--- config.mk ---
export PLATFORM = sky130hd
export DESIGN_NAME = board_mgmt
export DESIGN_NICKNAME = d
export VERILOG_FILES = /design/src/rtl/board_pkg.sv /design/src/rtl/port_mgmt_if.sv /design/src/rtl/tick_timer.sv /design/src/rtl/debounce_switch.sv /design/src/rtl/qsfp_port_ctrl.sv /design/src/rtl/apb_regs.sv /design/src/rtl/board_mgmt.sv
export SDC_FILE = /design/constraint.sdc
export NUM_CORES = 1
export LEC_CHECK = 0
export BUFFER_PORTS_ARGS = -buffer_cell sky130_fd_sc_hd__buf_2
export CORE_MARGIN = 8
export CORE_UTILIZATION = 55
export CTS_CLUSTER_SIZE = 16
export DETAILED_ROUTE_END_ITERATION = 10
export GPL_TIMING_DRIVEN = 0
export PLACE_DENSITY = 0.74
export SLEW_MARGIN = 20
export SYNTH_ARGS = -nofsm -noshare
export SYNTH_HDL_FRONTEND = slang
export SYNTH_SLANG_ARGS = --single-unit
--- constraint.sdc ---
create_clock -name clk_125mhz -period 2.3 [get_ports clk_125mhz]
set_input_delay 0.23 -clock clk_125mhz [delete_from_list [all_inputs] [get_ports clk_125mhz]]
set_output_delay 0.23 -clock clk_125mhz [all_outputs]
set_load 0.1 [all_outputs]
--- src/rtl/board_pkg.sv ---
// Shared widths, APB register map and cage state; offsets are byte addresses, word aligned
package board_pkg;

    // Board I/O widths
    localparam int SW_W   = 8;
    localparam int GPIO_W = SW_W + 1;
    localparam int LED_W  = 8;

    // APB bus widths
    localparam int APB_ADDR_W = 8;
    localparam int APB_DATA_W = 32;

    // Switches in [7:0], button in [8], read only
    localparam logic [APB_ADDR_W-1:0] REG_SWITCH       = 8'h00;
    // LED drive, low eight bits
    localparam logic [APB_ADDR_W-1:0] REG_LED          = 8'h04;
    // One bit per cage, set while a module is seated
    localparam logic [APB_ADDR_W-1:0] REG_PORT_PRESENT = 8'h08;
    // Set while the cage is out of reset
    localparam logic [APB_ADDR_W-1:0] REG_PORT_READY   = 8'h0C;
    // Set while the module pulls intl low
    localparam logic [APB_ADDR_W-1:0] REG_PORT_INT     = 8'h10;
    // Per-port interrupt enable
    localparam logic [APB_ADDR_W-1:0] REG_INT_MASK     = 8'h14;
    // Write 1 to restart a ready port, reads as zero
    localparam logic [APB_ADDR_W-1:0] REG_PORT_RESET   = 8'h18;

    // Cage sequencing state
    typedef enum logic [1:0] {
        ABSENT = 2'd0,
        RESET  = 2'd1,
        READY  = 2'd2
    } port_state_t;

endpackage

--- src/rtl/port_mgmt_if.sv ---
// Port status and reset requests between cage control and registers; sw_reset is a 1-cycle pulse
interface port_mgmt_if #(
    parameter int PORT_CNT = 15
);

    logic [PORT_CNT-1:0] present;
    logic [PORT_CNT-1:0] ready;
    logic [PORT_CNT-1:0] int_active;
    logic [PORT_CNT-1:0] sw_reset;

    modport ctrl (
        output present,
        output ready,
        output int_active,
        input  sw_reset
    );

    modport regs (
        input  present,
        input  ready,
        input  int_active,
        output sw_reset
    );

endinterface

--- src/rtl/tick_timer.sv ---
// One-shot down counter; load_i must be at least 1, start_i restarts it even while busy
module tick_timer #(
    parameter int CNT_W = 17
) (
    input  wire logic             clk_125mhz,
    input  wire logic             arst_n_i,
    input  wire logic             start_i,
    input  wire logic [CNT_W-1:0] load_i,
    output wire logic             busy_o,
    output wire logic             done_o
);

    logic [CNT_W-1:0] cnt_q;
    logic             busy_q;
    logic             done_q;

    // done_q rises load_i cycles after the start cycle
    always_ff @(posedge clk_125mhz or negedge arst_n_i) begin
        if (!arst_n_i) begin
            cnt_q  <= '0;
            busy_q <= 1'b0;
            done_q <= 1'b0;
        end else if (start_i) begin
            cnt_q  <= load_i - 1'b1;
            busy_q <= 1'b1;
            done_q <= 1'b0;
        end else if (busy_q) begin
            if (cnt_q == '0) begin
                busy_q <= 1'b0;
                done_q <= 1'b1;
            end else begin
                cnt_q <= cnt_q - 1'b1;
            end
        end else begin
            done_q <= 1'b0;
        end
    end

    assign busy_o = busy_q;
    assign done_o = done_q;

endmodule

--- src/rtl/debounce_switch.sv ---
// Debounces asynchronous inputs; N and RATE must be 2 or more, RATE is the sample period in cycles
module debounce_switch import board_pkg::*; #(
    parameter int RATE = 125000,
    parameter int N    = 4
) (
    input  wire logic              clk_125mhz,
    input  wire logic              arst_n_i,
    input  wire logic [GPIO_W-1:0] in_i,
    output wire logic [GPIO_W-1:0] out_o
);

    localparam int               CNT_W   = $clog2(RATE + 1);
    // Reload costs one cycle, so the count is one short of the period
    localparam logic [CNT_W-1:0] RATE_LD = CNT_W'(RATE - 1);

    logic [GPIO_W-1:0]         sync1_q;
    logic [GPIO_W-1:0]         sync2_q;
    logic [GPIO_W-1:0][N-1:0]  hist_q;
    logic [GPIO_W-1:0]         out_q;
    logic                      tmr_busy;
    logic                      tick;

    // Free running: reload whenever the count has expired
    tick_timer #(
        .CNT_W(CNT_W)
    ) rate_timer (
        .clk_125mhz(clk_125mhz),
        .arst_n_i  (arst_n_i),
        .start_i   (!tmr_busy),
        .load_i    (RATE_LD),
        .busy_o    (tmr_busy),
        .done_o    (tick)
    );

    always_ff @(posedge clk_125mhz or negedge arst_n_i) begin
        if (!arst_n_i) begin
            sync1_q <= '0;
            sync2_q <= '0;
        end else begin
            sync1_q <= in_i;
            sync2_q <= sync1_q;
        end
    end

    // Sample history, newest sample in bit 0
    always_ff @(posedge clk_125mhz or negedge arst_n_i) begin
        if (!arst_n_i) begin
            hist_q <= '0;
        end else if (tick) begin
            for (int i = 0; i < GPIO_W; i++) begin
                hist_q[i] <= {hist_q[i][N-2:0], sync2_q[i]};
            end
        end
    end

    // Output moves only on a unanimous history
    always_ff @(posedge clk_125mhz or negedge arst_n_i) begin
        if (!arst_n_i) begin
            out_q <= '0;
        end else begin
            for (int i = 0; i < GPIO_W; i++) begin
                if (&hist_q[i]) begin
                    out_q[i] <= 1'b1;
                end else if (~|hist_q[i]) begin
                    out_q[i] <= 1'b0;
                end
            end
        end
    end

    assign out_o = out_q;

endmodule

--- src/rtl/qsfp_port_ctrl.sv ---
// Per-cage QSFP reset sequencing; RESET_HOLD must be 2 or more, pins are active low and async
module qsfp_port_ctrl import board_pkg::*; #(
    parameter int PORT_CNT   = 15,
    parameter int RESET_HOLD = 1000
) (
    input  wire logic                clk_125mhz,
    input  wire logic                arst_n_i,
    input  wire logic [PORT_CNT-1:0] modprsl_i,
    input  wire logic [PORT_CNT-1:0] intl_i,
    output wire logic [PORT_CNT-1:0] resetl_o,
    port_mgmt_if.ctrl                mgmt
);

    localparam int               HOLD_W  = $clog2(RESET_HOLD + 1);
    // Timer fires one cycle early, the state update adds the last cycle
    localparam logic [HOLD_W-1:0] HOLD_LD = HOLD_W'(RESET_HOLD - 1);

    logic [PORT_CNT-1:0] modprsl_s1_q;
    logic [PORT_CNT-1:0] modprsl_s2_q;
    logic [PORT_CNT-1:0] intl_s1_q;
    logic [PORT_CNT-1:0] intl_s2_q;
    logic [PORT_CNT-1:0] present;
    logic [PORT_CNT-1:0] tmr_start;
    logic [PORT_CNT-1:0] tmr_done;
    logic [PORT_CNT-1:0] resetl_q;
    port_state_t         state_q [PORT_CNT];
    port_state_t         state_d [PORT_CNT];

    // Idle level of both pins is high
    always_ff @(posedge clk_125mhz or negedge arst_n_i) begin
        if (!arst_n_i) begin
            modprsl_s1_q <= '1;
            modprsl_s2_q <= '1;
            intl_s1_q    <= '1;
            intl_s2_q    <= '1;
        end else begin
            modprsl_s1_q <= modprsl_i;
            modprsl_s2_q <= modprsl_s1_q;
            intl_s1_q    <= intl_i;
            intl_s2_q    <= intl_s1_q;
        end
    end

    assign present = ~modprsl_s2_q;

    for (genvar i = 0; i < PORT_CNT; i++) begin : g_port
        tick_timer #(
            .CNT_W(HOLD_W)
        ) hold_timer (
            .clk_125mhz(clk_125mhz),
            .arst_n_i  (arst_n_i),
            .start_i   (tmr_start[i]),
            .load_i    (HOLD_LD),
            .busy_o    (),
            .done_o    (tmr_done[i])
        );
    end

    always_comb begin
        for (int i = 0; i < PORT_CNT; i++) begin
            state_d[i]   = state_q[i];
            tmr_start[i] = 1'b0;
            // Removal wins over everything else
            if (!present[i]) begin
                state_d[i] = ABSENT;
            end else begin
                case (state_q[i])
                    ABSENT: begin
                        state_d[i]   = RESET;
                        tmr_start[i] = 1'b1;
                    end
                    RESET: begin
                        if (tmr_done[i]) begin
                            state_d[i] = READY;
                        end
                    end
                    READY: begin
                        if (mgmt.sw_reset[i]) begin
                            state_d[i]   = RESET;
                            tmr_start[i] = 1'b1;
                        end
                    end
                    default: state_d[i] = ABSENT;
                endcase
            end
        end
    end

    // resetl registered from next state so it lines up with state_q
    always_ff @(posedge clk_125mhz or negedge arst_n_i) begin
        if (!arst_n_i) begin
            for (int i = 0; i < PORT_CNT; i++) begin
                state_q[i] <= ABSENT;
            end
            resetl_q <= '0;
        end else begin
            for (int i = 0; i < PORT_CNT; i++) begin
                state_q[i]  <= state_d[i];
                resetl_q[i] <= (state_d[i] == READY);
            end
        end
    end

    assign resetl_o        = resetl_q;
    assign mgmt.present    = present;
    assign mgmt.ready      = resetl_q;
    assign mgmt.int_active = ~intl_s2_q;

endmodule

--- src/rtl/apb_regs.sv ---
// Zero-wait APB slave, PREADY tied high; PORT_CNT up to APB_DATA_W, only exact offsets decode
module apb_regs import board_pkg::*; #(
    parameter int PORT_CNT = 15
) (
    input  wire logic                  clk_125mhz,
    input  wire logic                  arst_n_i,
    input  wire logic                  psel_i,
    input  wire logic                  penable_i,
    input  wire logic                  pwrite_i,
    input  wire logic [APB_ADDR_W-1:0] paddr_i,
    input  wire logic [APB_DATA_W-1:0] pwdata_i,
    output wire logic [APB_DATA_W-1:0] prdata_o,
    output wire logic                  pready_o,
    output wire logic                  pslverr_o,
    input  wire logic [GPIO_W-1:0]     gpio_i,
    output wire logic [LED_W-1:0]      led_o,
    output wire logic                  irq_o,
    port_mgmt_if.regs                  mgmt
);

    logic                  access;
    logic                  wr_ok;
    logic                  addr_hit;
    logic                  read_only;
    logic [APB_DATA_W-1:0] rd_data;
    logic [LED_W-1:0]      led_q;
    logic [PORT_CNT-1:0]   int_mask_q;
    logic [PORT_CNT-1:0]   sw_reset_q;
    logic                  irq_q;

    // Access phase of a transfer
    assign access = psel_i && penable_i;

    always_comb begin
        rd_data   = '0;
        addr_hit  = 1'b1;
        read_only = 1'b0;
        case (paddr_i)
            REG_SWITCH: begin
                rd_data   = APB_DATA_W'(gpio_i);
                read_only = 1'b1;
            end
            REG_LED: rd_data = APB_DATA_W'(led_q);
            REG_PORT_PRESENT: begin
                rd_data   = APB_DATA_W'(mgmt.present);
                read_only = 1'b1;
            end
            REG_PORT_READY: begin
                rd_data   = APB_DATA_W'(mgmt.ready);
                read_only = 1'b1;
            end
            REG_PORT_INT: begin
                rd_data   = APB_DATA_W'(mgmt.int_active);
                read_only = 1'b1;
            end
            REG_INT_MASK: rd_data = APB_DATA_W'(int_mask_q);
            // Write-only strobe register
            REG_PORT_RESET: rd_data = '0;
            default: addr_hit = 1'b0;
        endcase
    end

    assign wr_ok = access && pwrite_i && addr_hit && !read_only;

    always_ff @(posedge clk_125mhz or negedge arst_n_i) begin
        if (!arst_n_i) begin
            led_q      <= '0;
            int_mask_q <= '0;
        end else if (wr_ok) begin
            if (paddr_i == REG_LED) begin
                led_q <= pwdata_i[LED_W-1:0];
            end
            if (paddr_i == REG_INT_MASK) begin
                int_mask_q <= pwdata_i[PORT_CNT-1:0];
            end
        end
    end

    // Single-cycle pulse since each access phase lasts one cycle
    always_ff @(posedge clk_125mhz or negedge arst_n_i) begin
        if (!arst_n_i) begin
            sw_reset_q <= '0;
        end else if (wr_ok && paddr_i == REG_PORT_RESET) begin
            sw_reset_q <= pwdata_i[PORT_CNT-1:0];
        end else begin
            sw_reset_q <= '0;
        end
    end

    always_ff @(posedge clk_125mhz or negedge arst_n_i) begin
        if (!arst_n_i) begin
            irq_q <= 1'b0;
        end else begin
            irq_q <= |(mgmt.int_active & int_mask_q);
        end
    end

    assign prdata_o      = (access && !pwrite_i) ? rd_data : '0;
    assign pready_o      = 1'b1;
    assign pslverr_o     = access && (!addr_hit || (pwrite_i && read_only));
    assign led_o         = led_q;
    assign irq_o         = irq_q;
    assign mgmt.sw_reset = sw_reset_q;

endmodule

--- src/rtl/board_mgmt.sv ---
// Board management top level; expects a free-running 125 MHz clock, all board inputs are async
module board_mgmt import board_pkg::*; #(
    parameter int PORT_CNT      = 15,
    parameter int DEBOUNCE_RATE = 125000,
    parameter int DEBOUNCE_N    = 4,
    parameter int RESET_HOLD    = 1000
) (
    input  wire logic                  clk_125mhz,
    input  wire logic                  arst_n_i,

    // GPIO
    input  wire logic                  btn_i,
    input  wire logic [SW_W-1:0]       sw_i,
    output wire logic [LED_W-1:0]      led_o,

    // APB slave
    input  wire logic                  psel_i,
    input  wire logic                  penable_i,
    input  wire logic                  pwrite_i,
    input  wire logic [APB_ADDR_W-1:0] paddr_i,
    input  wire logic [APB_DATA_W-1:0] pwdata_i,
    output wire logic [APB_DATA_W-1:0] prdata_o,
    output wire logic                  pready_o,
    output wire logic                  pslverr_o,

    // QSFP cage sideband
    input  wire logic [PORT_CNT-1:0]   qsfp_modprsl_i,
    input  wire logic [PORT_CNT-1:0]   qsfp_intl_i,
    output wire logic [PORT_CNT-1:0]   qsfp_resetl_o,

    output wire logic                  irq_o
);

    logic [GPIO_W-1:0] gpio_db;

    port_mgmt_if #(.PORT_CNT(PORT_CNT)) mgmt_if ();

    // Button sits above the switches
    debounce_switch #(
        .RATE(DEBOUNCE_RATE),
        .N   (DEBOUNCE_N)
    ) u_debounce (
        .clk_125mhz(clk_125mhz),
        .arst_n_i  (arst_n_i),
        .in_i      ({btn_i, sw_i}),
        .out_o     (gpio_db)
    );

    qsfp_port_ctrl #(
        .PORT_CNT  (PORT_CNT),
        .RESET_HOLD(RESET_HOLD)
    ) u_port_ctrl (
        .clk_125mhz(clk_125mhz),
        .arst_n_i  (arst_n_i),
        .modprsl_i (qsfp_modprsl_i),
        .intl_i    (qsfp_intl_i),
        .resetl_o  (qsfp_resetl_o),
        .mgmt      (mgmt_if.ctrl)
    );

    apb_regs #(
        .PORT_CNT(PORT_CNT)
    ) u_regs (
        .clk_125mhz(clk_125mhz),
        .arst_n_i  (arst_n_i),
        .psel_i    (psel_i),
        .penable_i (penable_i),
        .pwrite_i  (pwrite_i),
        .paddr_i   (paddr_i),
        .pwdata_i  (pwdata_i),
        .prdata_o  (prdata_o),
        .pready_o  (pready_o),
        .pslverr_o (pslverr_o),
        .gpio_i    (gpio_db),
        .led_o     (led_o),
        .irq_o     (irq_o),
        .mgmt      (mgmt_if.regs)
    );

endmodule

==> metrics.md, run 1 <==
| Metric | Value |
|---|---|
| Outcome | finished, final reports clean |
| Yosys top cell by area | dfrtp_1 |
| Pwr per Cell Area | 854 mW/mm^2 |
| Initial core utilization | 0.557 |
| Synth top area cells | dfrtp_1 (47%), dfstp_2 (8.5%), mux2_2 (3.5%) |
| Die height | approximately 200 um |
| Unrepaired setup endpoints after global routing | yes |
| Global-route wire length before repair | between 60000 and 70000 um |
| Worst-Skew Late Latency | 530 ps |
| Worst-Margin Slew | around 860 ps |
| Fin Clk Skew | between 10 and 15 ps |
| Fill cells | 2541 |
| Distinct cells, synth | between 80 and 90 |
| Yosys top cell area share | 0.466 |
| Post-synth ARST share | 1.00 |
| Synth Flop Type | dfrtp_1 |
| Row count | 67 |
| Hold Vio Cnt, Final | 0 |
| Cell Chain, Critical Path | mux2i_1, a32o_1, a221o_2, buf_6 |
| Total congestion overflow | 0 |
| Worst hold path type | in -> async |
| Dpl cell area | 0.0200 mm^2 |
| Drt first pass iters | 5 |
| WP data required | ~2100 ps |
| Clk root buf | clkbuf_16 |
| Hold slack | 234 ps |
| Die area | 0.0399 mm^2 |
| Clk pin slew, worst setup/hold paths | 60 ps |
| GRT Overall Usage | 0.213 |
| Most common cell after layout, fill and taps aside | dfrtp_1 |
| Number of global-route vias before repair | 13900 |
| Setup violations, final | 0 |
| Via density per instance | 5.78 |
| Critical path endpoint category | primary output |
| EDFF count, synth | 0 |
| Seq cells post-synth | 406 |
| PortBufs | 104 |
| Post-Layout Inst Area | 0.0222 mm^2 |
| Slew headroom | 0.425 |
| Reg2reg start | u_debounce.rate_timer.cnt_q[11]$_DFFE_PN0P_ |
| Commonest cells after routing, fill and taps aside | dfrtp_1 (344), nand2_1 (106), nor2_1 (97) |
| Buf+Inv Stages, Crit Path | 1 |
| Highest fanout seen on the critical path | 5 |
| Largest net degree at the start of global routing | 104 |
| Core area | 0.0334 mm^2 |
| Routed wire length | 41900 um |
| CTS H-tree depth | 2 |
| Slowest CP cell | dfstp_2 |
| Synthesis Warnings | 0 |
| Crit Path Class | reg -> out |
| Drt drc | 0 |
| LEAKAGE | 9.44 nW |
| Syn Area/Cell | around 11 um^2 |
| Detailed router's first-iteration violation count | 712 |
| Final net count | ~2000 |
| Fmax | 445 MHz |
| Fin crit period | 2250 ps |
| Post-Syn Instances | 1680 |
| Area growth syn-to-layout | 19.5% |
| MaxCap Viol Count | 0 |
| Period utilization | 0.977 |
| Drt wl/cell | 17.6 um |
| CTS tree | yes |
| Worst Path Arrival | 2020 ps |
| ANT nets after route | 0 |
| TritonCTS sink count | 406 |
| Cell family with most CP delay | flip-flops |
| Clock tree buffer depth | 3 |
| Share of layout cells above drive strength 1 | 0.216 |
| Crit-path max cell delay | 600 ps |
| Worst VDD drop | approximately 0.57 mV |
| Area of the mapped netlist | about 0.019 mm^2 |
| Clock buffer count from CTS | 42 |
| Initial antenna violation count | 3 |
| Fin. max-slew vios | 0 |
| CP startpoint kind | register |
| Placement Setup Slack | -612 ps |
| Die X | 200 um |
| I/O pin count | roughly 140 |
| Gpl congestion | 0.881 |
| Via count | 13800 |
| Final worst slack | 53.1 ps |
| Worst setup startpoint | u_port_ctrl.modprsl_s2_q[6]$_DFF_PN1_ |
| HPWL Detailed | 29200 um |
| Post-synthesis sequential area ratio | 0.551 |
==> repair_timing <==
action                                 CTS  global route
hold buffers                            55             0
pin swaps                                2             3
setup buffers                            4             1
setup endpoints to repair               26            20
gates resized for setup                 34            23
endpoints found under the hold margin  136             0
==> kinds of logic (layout without fill, tap and decap cells) <==
logic type      count (synthesis)  count (layout)  share of synthesized area
other cells                     2              22                   0.000404
fa+ha+maj                      32              32                     0.0215
compound gates                354             354                      0.132
buf+inv                       139             381                     0.0326
mux                            78              78                     0.0480
xor+xnor                       55              55                     0.0259
simple gates                  614             614                      0.189
flops                         406             406                      0.551
==> layout make-up <==
| class | instances | area (um^2) | area share |
|---|---|---|---|
| Inverter | 73 | 274 | 0.0123 |
| Antenna cell | 4 | 10.0 | 0.000451 |
| Timing Repair Buffer | 168 | 1330 | 0.0599 |
| Clock inverter | 13 | 150 | 0.00676 |
| Sequential cell | 406 | 10200 | 0.461 |
| Buffer | 63 | 330 | 0.0149 |
| Clock buffer | 64 | 1290 | 0.0580 |
| Tap cell | 448 | 561 | 0.0252 |
| Multi-Input combinational cell | 1151 | 8030 | 0.361 |
==> cells in the mapped netlist, types with 32 or more instances <==
cell / number
ha_1: 32
a21oi_1: 103
nand2b_1: 38
mux2_2: 57
xnor2_1: 38
or3_1: 47
nor2_1: 98
o21ai_0: 52
nor3_1: 60
nand3_1: 33
inv_1: 73
dfrtp_1: 346
clkbuf_1: 42
o31ai_1: 37
dfstp_2: 60
a31oi_1: 39
nand2_1: 106
==> path summary, 6_finish.rpt <==
check,end,slack (ps),cells past startpoint
worst min-delay path,u_port_ctrl.g_port[9].hold_timer.cnt_q[7]$_DFFE_PN0P_,230,2
worst max register to register,u_debounce.rate_timer.cnt_q[0]$_DFFE_PN0P_,190,5
min in group clk_125mhz,u_regs.mgmt.sw_reset[1]$_DFF_PN0_,260,5
worst max-delay path,prdata_o[6],50,4
max in group asynchronous,u_port_ctrl.intl_s2_q[3]$_DFF_PN1_,470,5
worst min register to register,u_debounce.sync2_q[4]$_DFF_PN0_,350,0
==> report_power, final <==
| part | internal (mW) | switching, mW |
|---|---|---|
| Combinational | 1.31 | 1.74 |
| Sequential | 8.01 | 0.932 |
| Clock | 4.20 | 2.77 |
==> flip-flops by register name (all words and copies together) (netlist names), 17 cells and up <==
signal                               count
u_port_ctrl.g_port.hold_timer.cnt_q    150
u_debounce.hist_q                       36
u_port_ctrl.state_q                     30
u_debounce.rate_timer.cnt_q             17
==> per-stage QoR <==
stage,setup TNS (ps),util,power [mW],std cells
6_report,0,0.666,19.0,2390
5_1_grt,-3.01,0.666,20.0,2388
4_1_cts,-40.7,0.662,19.1,2386
3_5_place_dp,-18370,0.599,12.0,2252
3_3_place_gp,-2613920,0.595,11.8,2248
2_1_floorplan,-1200,-,11.1,1696
==> metal layers <==
| layer | wire [um] | track usage | up-vias | part of all wire |
|---|---|---|---|---|
| met5 | 8 | 0 | - | 0.00019 |
| met4 | 1390 | 0.0812 | 2 | 0.033 |
| met3 | 2150 | 0.0359 | 96 | 0.051 |
| met2 | 20100 | 0.349 | 317 | 0.48 |
| met1 | 18300 | 0.282 | 6827 | 0.44 |
| li1 | - | - | 6568 | - |
Note: power is estimated with default switching activity, not from simulation.
==> inputs of run 2 (changes only) <==
--- a/config.mk
+++ b/config.mk
@@ -10,7 +10,7 @@
 export CORE_UTILIZATION = 55
 export CTS_CLUSTER_SIZE = 16
 export DETAILED_ROUTE_END_ITERATION = 10
-export GPL_TIMING_DRIVEN = 0
+export GPL_TIMING_DRIVEN = 1
 export PLACE_DENSITY = 0.74
 export SLEW_MARGIN = 20
 export SYNTH_ARGS = -nofsm -noshare
==> run 2 against run 1 <==
Wire length grew 0.43%. Sequential power is essentially flat. Critical path type unchanged. Setup slack lost 19 ps. Largest power group unchanged.
==> metrics.md, run 2 (synthesis gave the netlist of run 1 again) <==
| Metric | Value |
|---|---|
| Outcome | finished, final reports clean |
| Max reg flops | 150 (unchanged) |
| Critical path endpoint category | primary output |
| Initial antenna violation count | 3 (unchanged) |
| ANT nets after route | 0 (unchanged) |
| Global-route wire length before repair | 68900 um (-0.59%) |
| Highest fanout seen on the critical path | 5 (unchanged) |
| Number of global-route vias before repair | 13900 (+0.37%) |
| WP data required | 2070 ps (about the same) |
| Clock tree buffer depth | 3 (unchanged) |
| Multi-input gate area | 0.00794 mm^2 (-1.1%) |
| Hold Vio Cnt, Final | 0 (unchanged) |
| Placed Cells | 2227 (-1.1%) |
| Fill cells | 2513 (-1.1%) |
| Largest net degree at the start of global routing | 90 (-13%) |
| Cell Chain, Critical Path | mux2i_1, a32o_1, a221o_2, buf_12 |
| Fin Clk Skew | 15.2 ps (+2.86 ps) |
| Pwr per Cell Area | 862 mW/mm^2 (+0.98%) |
| Die X | 200 um (unchanged) |
| Core area | 0.0334 mm^2 (unchanged) |
| CTS H-tree depth | 2 (unchanged) |
| Area growth syn-to-layout | 19.9% |
| Largest regs | u_port_ctrl.g_port.hold_timer.cnt_q x150, u_debounce.hist_q x36, u_port_ctrl.state_q x30 |
| Via count | 13700 (-0.80%) |
| CP startpoint kind | register |
| Worst hold path type | in -> async |
| Fin. max-slew vios | 0 (unchanged) |
| CTS tree | yes |
| Slowest CP cell | dfstp_2 |
| MaxCap Viol Count | 0 (unchanged) |
| Drt wl/cell | 17.8 um (+1.4%) |
| Most common cell after layout, fill and taps aside | dfrtp_1 |
| Fmax | 441 MHz (-0.85%) |
| Slew headroom | 0.462 (+0.0363) |
| Detailed router's first-iteration violation count | 790 (+11%) |
| Gpl congestion | 0.876 (-0.60%) |
| Reg area | 0.0102 mm^2 (about the same) |
| Drt drc | 0 (unchanged) |
| Die area | 0.0399 mm^2 (unchanged) |
| Total chip power | 19.2 mW (+1.2%) |
| Clock buffer count from CTS | 44 (+4.8%) |
| Setup TNS | 0 ps (unchanged) |
| Final core occ | 0.667 (+0.00180) |
| Clk pin slew, worst setup/hold paths | 60 ps (about the same) |
| Total congestion overflow | 0 (unchanged) |
| Cell family with most CP delay | flip-flops |
| Setup violations, final | 0 (unchanged) |
| Fin cells | 2368 (-0.92%) |
| Row count | 67 (unchanged) |
| Crit-path max cell delay | 610 ps (about the same) |
| Hold slack | 179 ps (-55.7 ps) |
| Commonest cells after routing, fill and taps aside | dfrtp_1 (345), nand2_1 (106), nor2_1 (98) |
| Share of layout cells above drive strength 1 | 0.219 (+0.00237) |
| Fin crit period | 2270 ps (+19.4 ps) |
| TritonCTS sink count | 406 (unchanged) |
| Worst-Margin Slew | 797 ps (-62.8 ps) |
| Period utilization | 0.985 (+0.00841) |
| Crit Path Class | reg -> out |
| HPWL Detailed | 29200 um (about the same) |
| Worst VDD drop | 0.587 mV (+2.7%) |
| GRT Overall Usage | 0.212 (-0.00102) |
| Final net count | 1998 (-1.1%) |
| Worst Path Arrival | 2040 ps (+20 ps) |
| Top reg by flops | u_port_ctrl.g_port.hold_timer.cnt_q |
| Routed wire length | 42100 um (+0.43%) |
| Drt first pass iters | 5 (unchanged) |
| Via density per instance | 5.79 (+0.12%) |
| Initial core utilization | 0.557 (unchanged) |
| Die height | 200 um (unchanged) |
| Clk root buf | clkbuf_16 |
| PortBufs | 106 (+1.9%) |
| Buf+Inv Stages, Crit Path | 1 (unchanged) |
| LEAKAGE | 9.49 nW (+0.55%) |
| Worst-Skew Late Latency | 540 ps (about the same) |
| I/O pin count | 142 (unchanged) |
-- run 2: changes by cell type in the layout (fill, tap and decap cells not counted), moves of 3 or more --
cell	previous run	this run
buf_12	2	22
buf_16	4	0
buf_4	27	38
buf_6	11	0
clkbuf_1	43	10
clkbuf_2	5	0
inv_6	0	3
nor4b_1	6	10
nor4b_2	4	1
-- run 2: repair_timing --
action | CTS | global route
hold buffers | 55 | 0
resized for setup | 1 | 1
hold endpoints to repair | 202 | 0
pin swaps | 0 | 2
setup endpoints to repair | 1 | 4
buffers inserted | 0 | 2
-- run 2: layout make-up --
cell class / count / area share
antenna: 3 / 0.000337
clock buffer: 65 / 0.0589
clock inverter: 16 / 0.00871
inverter: 73 / 0.0123
multi-input combinational: 1151 / 0.357
sequential: 406 / 0.460
tap: 448 / 0.0252
timing repair buffer: 206 / 0.0782
-- run 2: power by group --
group	switching, mW	internal, mW	total [mW]	leakage (nW)
clock	2.81	4.41	7.22	0.745
sequential	0.933	8.01	8.94	4.74
combinational	1.74	1.30	3.04	4.01
-- run 2: per-layer routing --
layer | wire (um) | vias to the layer above | global-route usage
met3 | 1810 | 76 | 0.0319
met5 | 0 | - | 0
met4 | 1340 | 0 | 0.0815
li1 | - | 6524 | -
met1 | 18400 | 6787 | 0.274
met2 | 20600 | 312 | 0.357
-- run 2: through the flow --
| stage | worst slack [ps] | instance area [um^2] |
|---|---|---|
| finish | 33.7 | 22300 |
| global placement | 112 | 20200 |
| CTS | 15.8 | 22200 |
| detailed placement | 108 | 20200 |
| global route | -30.1 | 22300 |
| floorplan | -219 | 18800 |
-- run 2: worst paths after layout --
path,start,to,slack (ps),depth (start not counted)
max in group asynchronous,arst_n_i,u_port_ctrl.intl_s1_q[1]$_DFF_PN1_,1320,3
max,u_port_ctrl.modprsl_s2_q[6]$_DFF_PN1_,prdata_o[6],30,4
min,arst_n_i,u_port_ctrl.g_port[9].hold_timer.cnt_q[8]$_DFFE_PN0P_,180,2
min in group clk_125mhz,qsfp_modprsl_i[8],u_port_ctrl.modprsl_s1_q[8]$_DFF_PN1_,310,2
max reg2reg,u_debounce.rate_timer.cnt_q[11]$_DFFE_PN0P_,u_debounce.rate_timer.cnt_q[11]$_DFFE_PN0P_,80,4
min reg2reg,u_debounce.sync1_q[8]$_DFF_PN0_,u_debounce.sync2_q[8]$_DFF_PN0_,340,0
==> inputs of run 3 (changes only) <==
==> constraint.sdc (replaced) <==
create_clock -name clk_125mhz -period 2.8 [get_ports clk_125mhz]
set_input_delay 0.28 -clock clk_125mhz [delete_from_list [all_inputs] [get_ports clk_125mhz]]
set_output_delay 0.28 -clock clk_125mhz [all_outputs]
set_load 0.1 [all_outputs]
==> run 3 against run 2 <==
Total power down 17%. Final cell count decreased by 1.1%. Combinational power is 19% lower. Largest power group unchanged. Wire length is 1.1% lower. Clock power down 14%. Utilization is 0.71 points lower. Die area stayed put. Non-clock buffer count shrank 26. Final area shrank 1.1%. Register-to-register slack better by 520 ps. Clock skew decreased by 6.5 ps.
==> metrics.md, run 3 (synthesis gave the netlist of run 1 again) <==
| Metric | Value |
|---|---|
| Outcome | finished, final reports clean |
| Fin Clk Skew | 8.74 ps (-6.48 ps) |
| Unrepaired setup endpoints after global routing | no |
| Setup TNS | 0 ps (unchanged) |
| Slowest CP cell | dfrtp_1 |
| Total congestion overflow | 0 (unchanged) |
| Largest net degree at the start of global routing | 104 (+16%) |
| Worst hold path type | in -> reg |
| Die height | 200 um (unchanged) |
| Dpl cell area | 0.0200 mm^2 (-0.87%) |
| Max reg flops | 150 (unchanged) |
| WP data required | 2520 ps (+450 ps) |
| Total chip power | 16.0 mW (-17%) |
| Fmax | 407 MHz |
| Area growth syn-to-layout | 18.6% |
| Drt drc | 0 (unchanged) |
| Period utilization | 0.878 |
| LEAKAGE | 9.36 nW (-1.4%) |
| Hold Vio Cnt, Final | 0 (unchanged) |
| Initial antenna violation count | 3 (unchanged) |
| Clk root buf | clkbuf_16 |
| Worst Path Arrival | 2180 ps (+140 ps) |
| Detailed router's first-iteration violation count | 881 (+12%) |
| Clock tree buffer depth | 3 (unchanged) |
| Row count | 67 (unchanged) |
| Cell Chain, Critical Path | and2_0, o21ai_0, a211o_1, a221oi_2, buf_12 |
| Setup bufs post-CTS | 0 (unchanged) |
| Cell family with most CP delay | compound AO/OA/AOI/OAI gates |
| Drt first pass iters | 5 (unchanged) |
| ANT nets after route | 0 (unchanged) |
| Clock buffer count from CTS | 43 (-2.3%) |
| Slew headroom | 0.388 (-0.0732) |
| Die area | 0.0399 mm^2 (unchanged) |
| Core area | 0.0334 mm^2 (unchanged) |
| Worst-Margin Slew | 915 ps (+118 ps) |
| Fin crit period | between 2000 and 2500 ps |
| PortBufs | 106 (unchanged) |
| Worst VDD drop | 0.440 mV (-25%) |
| Highest fanout seen on the critical path | 2 (-3) |
| Gpl congestion | 0.881 (+0.62%) |
| CTS tree | yes |
| CTS H-tree depth | 2 (unchanged) |
| Setup violations, final | 0 (unchanged) |
| GR Util met1 | 0.281 (+0.00659) |
| Commonest cells after routing, fill and taps aside | dfrtp_1 (346), nand2_1 (106), nor2_1 (98) |
| Final core occ | 0.660 (-0.00713) |
| Via count | 13600 (-0.45%) |
| Final net count | 1971 (-1.4%) |
| Crit Path Class | reg -> out |
| Global-route wire length before repair | 67900 um (-1.5%) |
| Critical path endpoint category | primary output |
| Crit-path max cell delay | 420 ps (-190 ps) |
| Drt wl/cell | 17.8 um (about the same) |
| Clk pin slew, worst setup/hold paths | 60 ps (about the same) |
| M2 GR Usage | 0.338 (-0.0190) |
| Worst-Skew Late Latency | 530 ps (about the same) |
| GRT Overall Usage | 0.208 (-0.00314) |
| Initial core utilization | 0.557 (unchanged) |
| Die X | 200 um (unchanged) |
| TritonCTS sink count | 406 (unchanged) |
| Post-Layout Inst Area | 0.0220 mm^2 (-1.1%) |
| Largest regs | u_port_ctrl.g_port.hold_timer.cnt_q x150, u_debounce.hist_q x36, u_port_ctrl.state_q x30 |
| Pwr per Cell Area | 726 mW/mm^2 (-16%) |
| Buf+Inv Stages, Crit Path | 1 (unchanged) |
| Routed wire length | 41700 um (-1.1%) |
| Via density per instance | 5.82 (+0.66%) |
| I/O pin count | 142 (unchanged) |
| Most common cell after layout, fill and taps aside | dfrtp_1 |
| Number of global-route vias before repair | 13500 (-3.1%) |
| Most Crowded Layer GR | met2 |
| HPWL Detailed | 29200 um (+0.10%) |
| CP startpoint kind | register |
| Top reg by flops | u_port_ctrl.g_port.hold_timer.cnt_q |
| Fin. max-slew vios | 0 (unchanged) |
| Met3 global-route usage | 0.0319 (unchanged) |
| Share of layout cells above drive strength 1 | 0.208 (-0.0111) |
| MaxCap Viol Count | 0 (unchanged) |
[run 3: layout make-up]
| class | instances | area (um^2) |
|---|---|---|
| Timing Repair Buffer | 180 | 1520 |
| Inverter | 73 | 274 |
| Sequential cell | 406 | 10200 |
| Antenna cell | 5 | 12.5 |
| Multi-Input combinational cell | 1151 | 7870 |
| Clock buffer | 61 | 1230 |
| Tap cell | 448 | 561 |
| Clock inverter | 18 | 327 |
| Fill cell | 2601 | 11300 |
[run 3: what timing repair did]
item | CTS | global route
setup endpoints to repair | 0 | 0
endpoints found under the hold margin | 122 | 0
gates resized for setup | 0 | 0
hold buffers | 46 | 0
[run 3: final timing paths]
path	start	to	slack, ps	cells past startpoint
min reg2reg	u_debounce.sync1_q[7]$_DFF_PN0_	u_debounce.sync2_q[7]$_DFF_PN0_	350	0
max	u_port_ctrl.mgmt.ready[4]$_DFF_PN0_	prdata_o[4]	340	5
max reg2reg	u_port_ctrl.g_port[2].hold_timer.cnt_q[0]$_DFFE_PN0P_	u_port_ctrl.g_port[2].hold_timer.cnt_q[2]$_DFFE_PN0P_	600	6
min in group asynchronous	arst_n_i	u_port_ctrl.g_port[10].hold_timer.cnt_q[8]$_DFFE_PN0P_	410	2
min	pwdata_i[11]	u_regs.mgmt.sw_reset[11]$_DFF_PN0_	20	2
max in group asynchronous	arst_n_i	u_port_ctrl.modprsl_s2_q[4]$_DFF_PN1_	1460	3
[run 3: metrics by stage]
| step | setup WS, ps | hold slack, ps | std cells |
|---|---|---|---|
| after detailed placement | 414 | 336 | 2212 |
| after global routing | 282 | 17.4 | 2339 |
| after CTS | 263 | 3.16 | 2337 |
| after floorplan | -382 | -15.6 | 1696 |
| final | 341 | 18.9 | 2342 |
| after global placement | 424 | 335 | 2212 |
[run 3: power breakdown]
part | switching (mW) | total [mW] | internal, mW | leakage (nW)
Clock | 2.30 | 6.19 | 3.89 | 0.749
Combinational | 1.41 | 2.47 | 1.05 | 3.87
Sequential | 0.768 | 7.35 | 6.58 | 4.74
Total | 4.48 | 16.0 | 11.5 | 9.36
[run 3: per-layer routing]
metal | share of wire | routed length (um) | vias up
met5 | 0 | 0 | -
met4 | 0.034 | 1430 | 0
met3 | 0.044 | 1830 | 95
met2 | 0.48 | 20000 | 305
met1 | 0.44 | 18400 | 6802
li1 | - | - | 6436
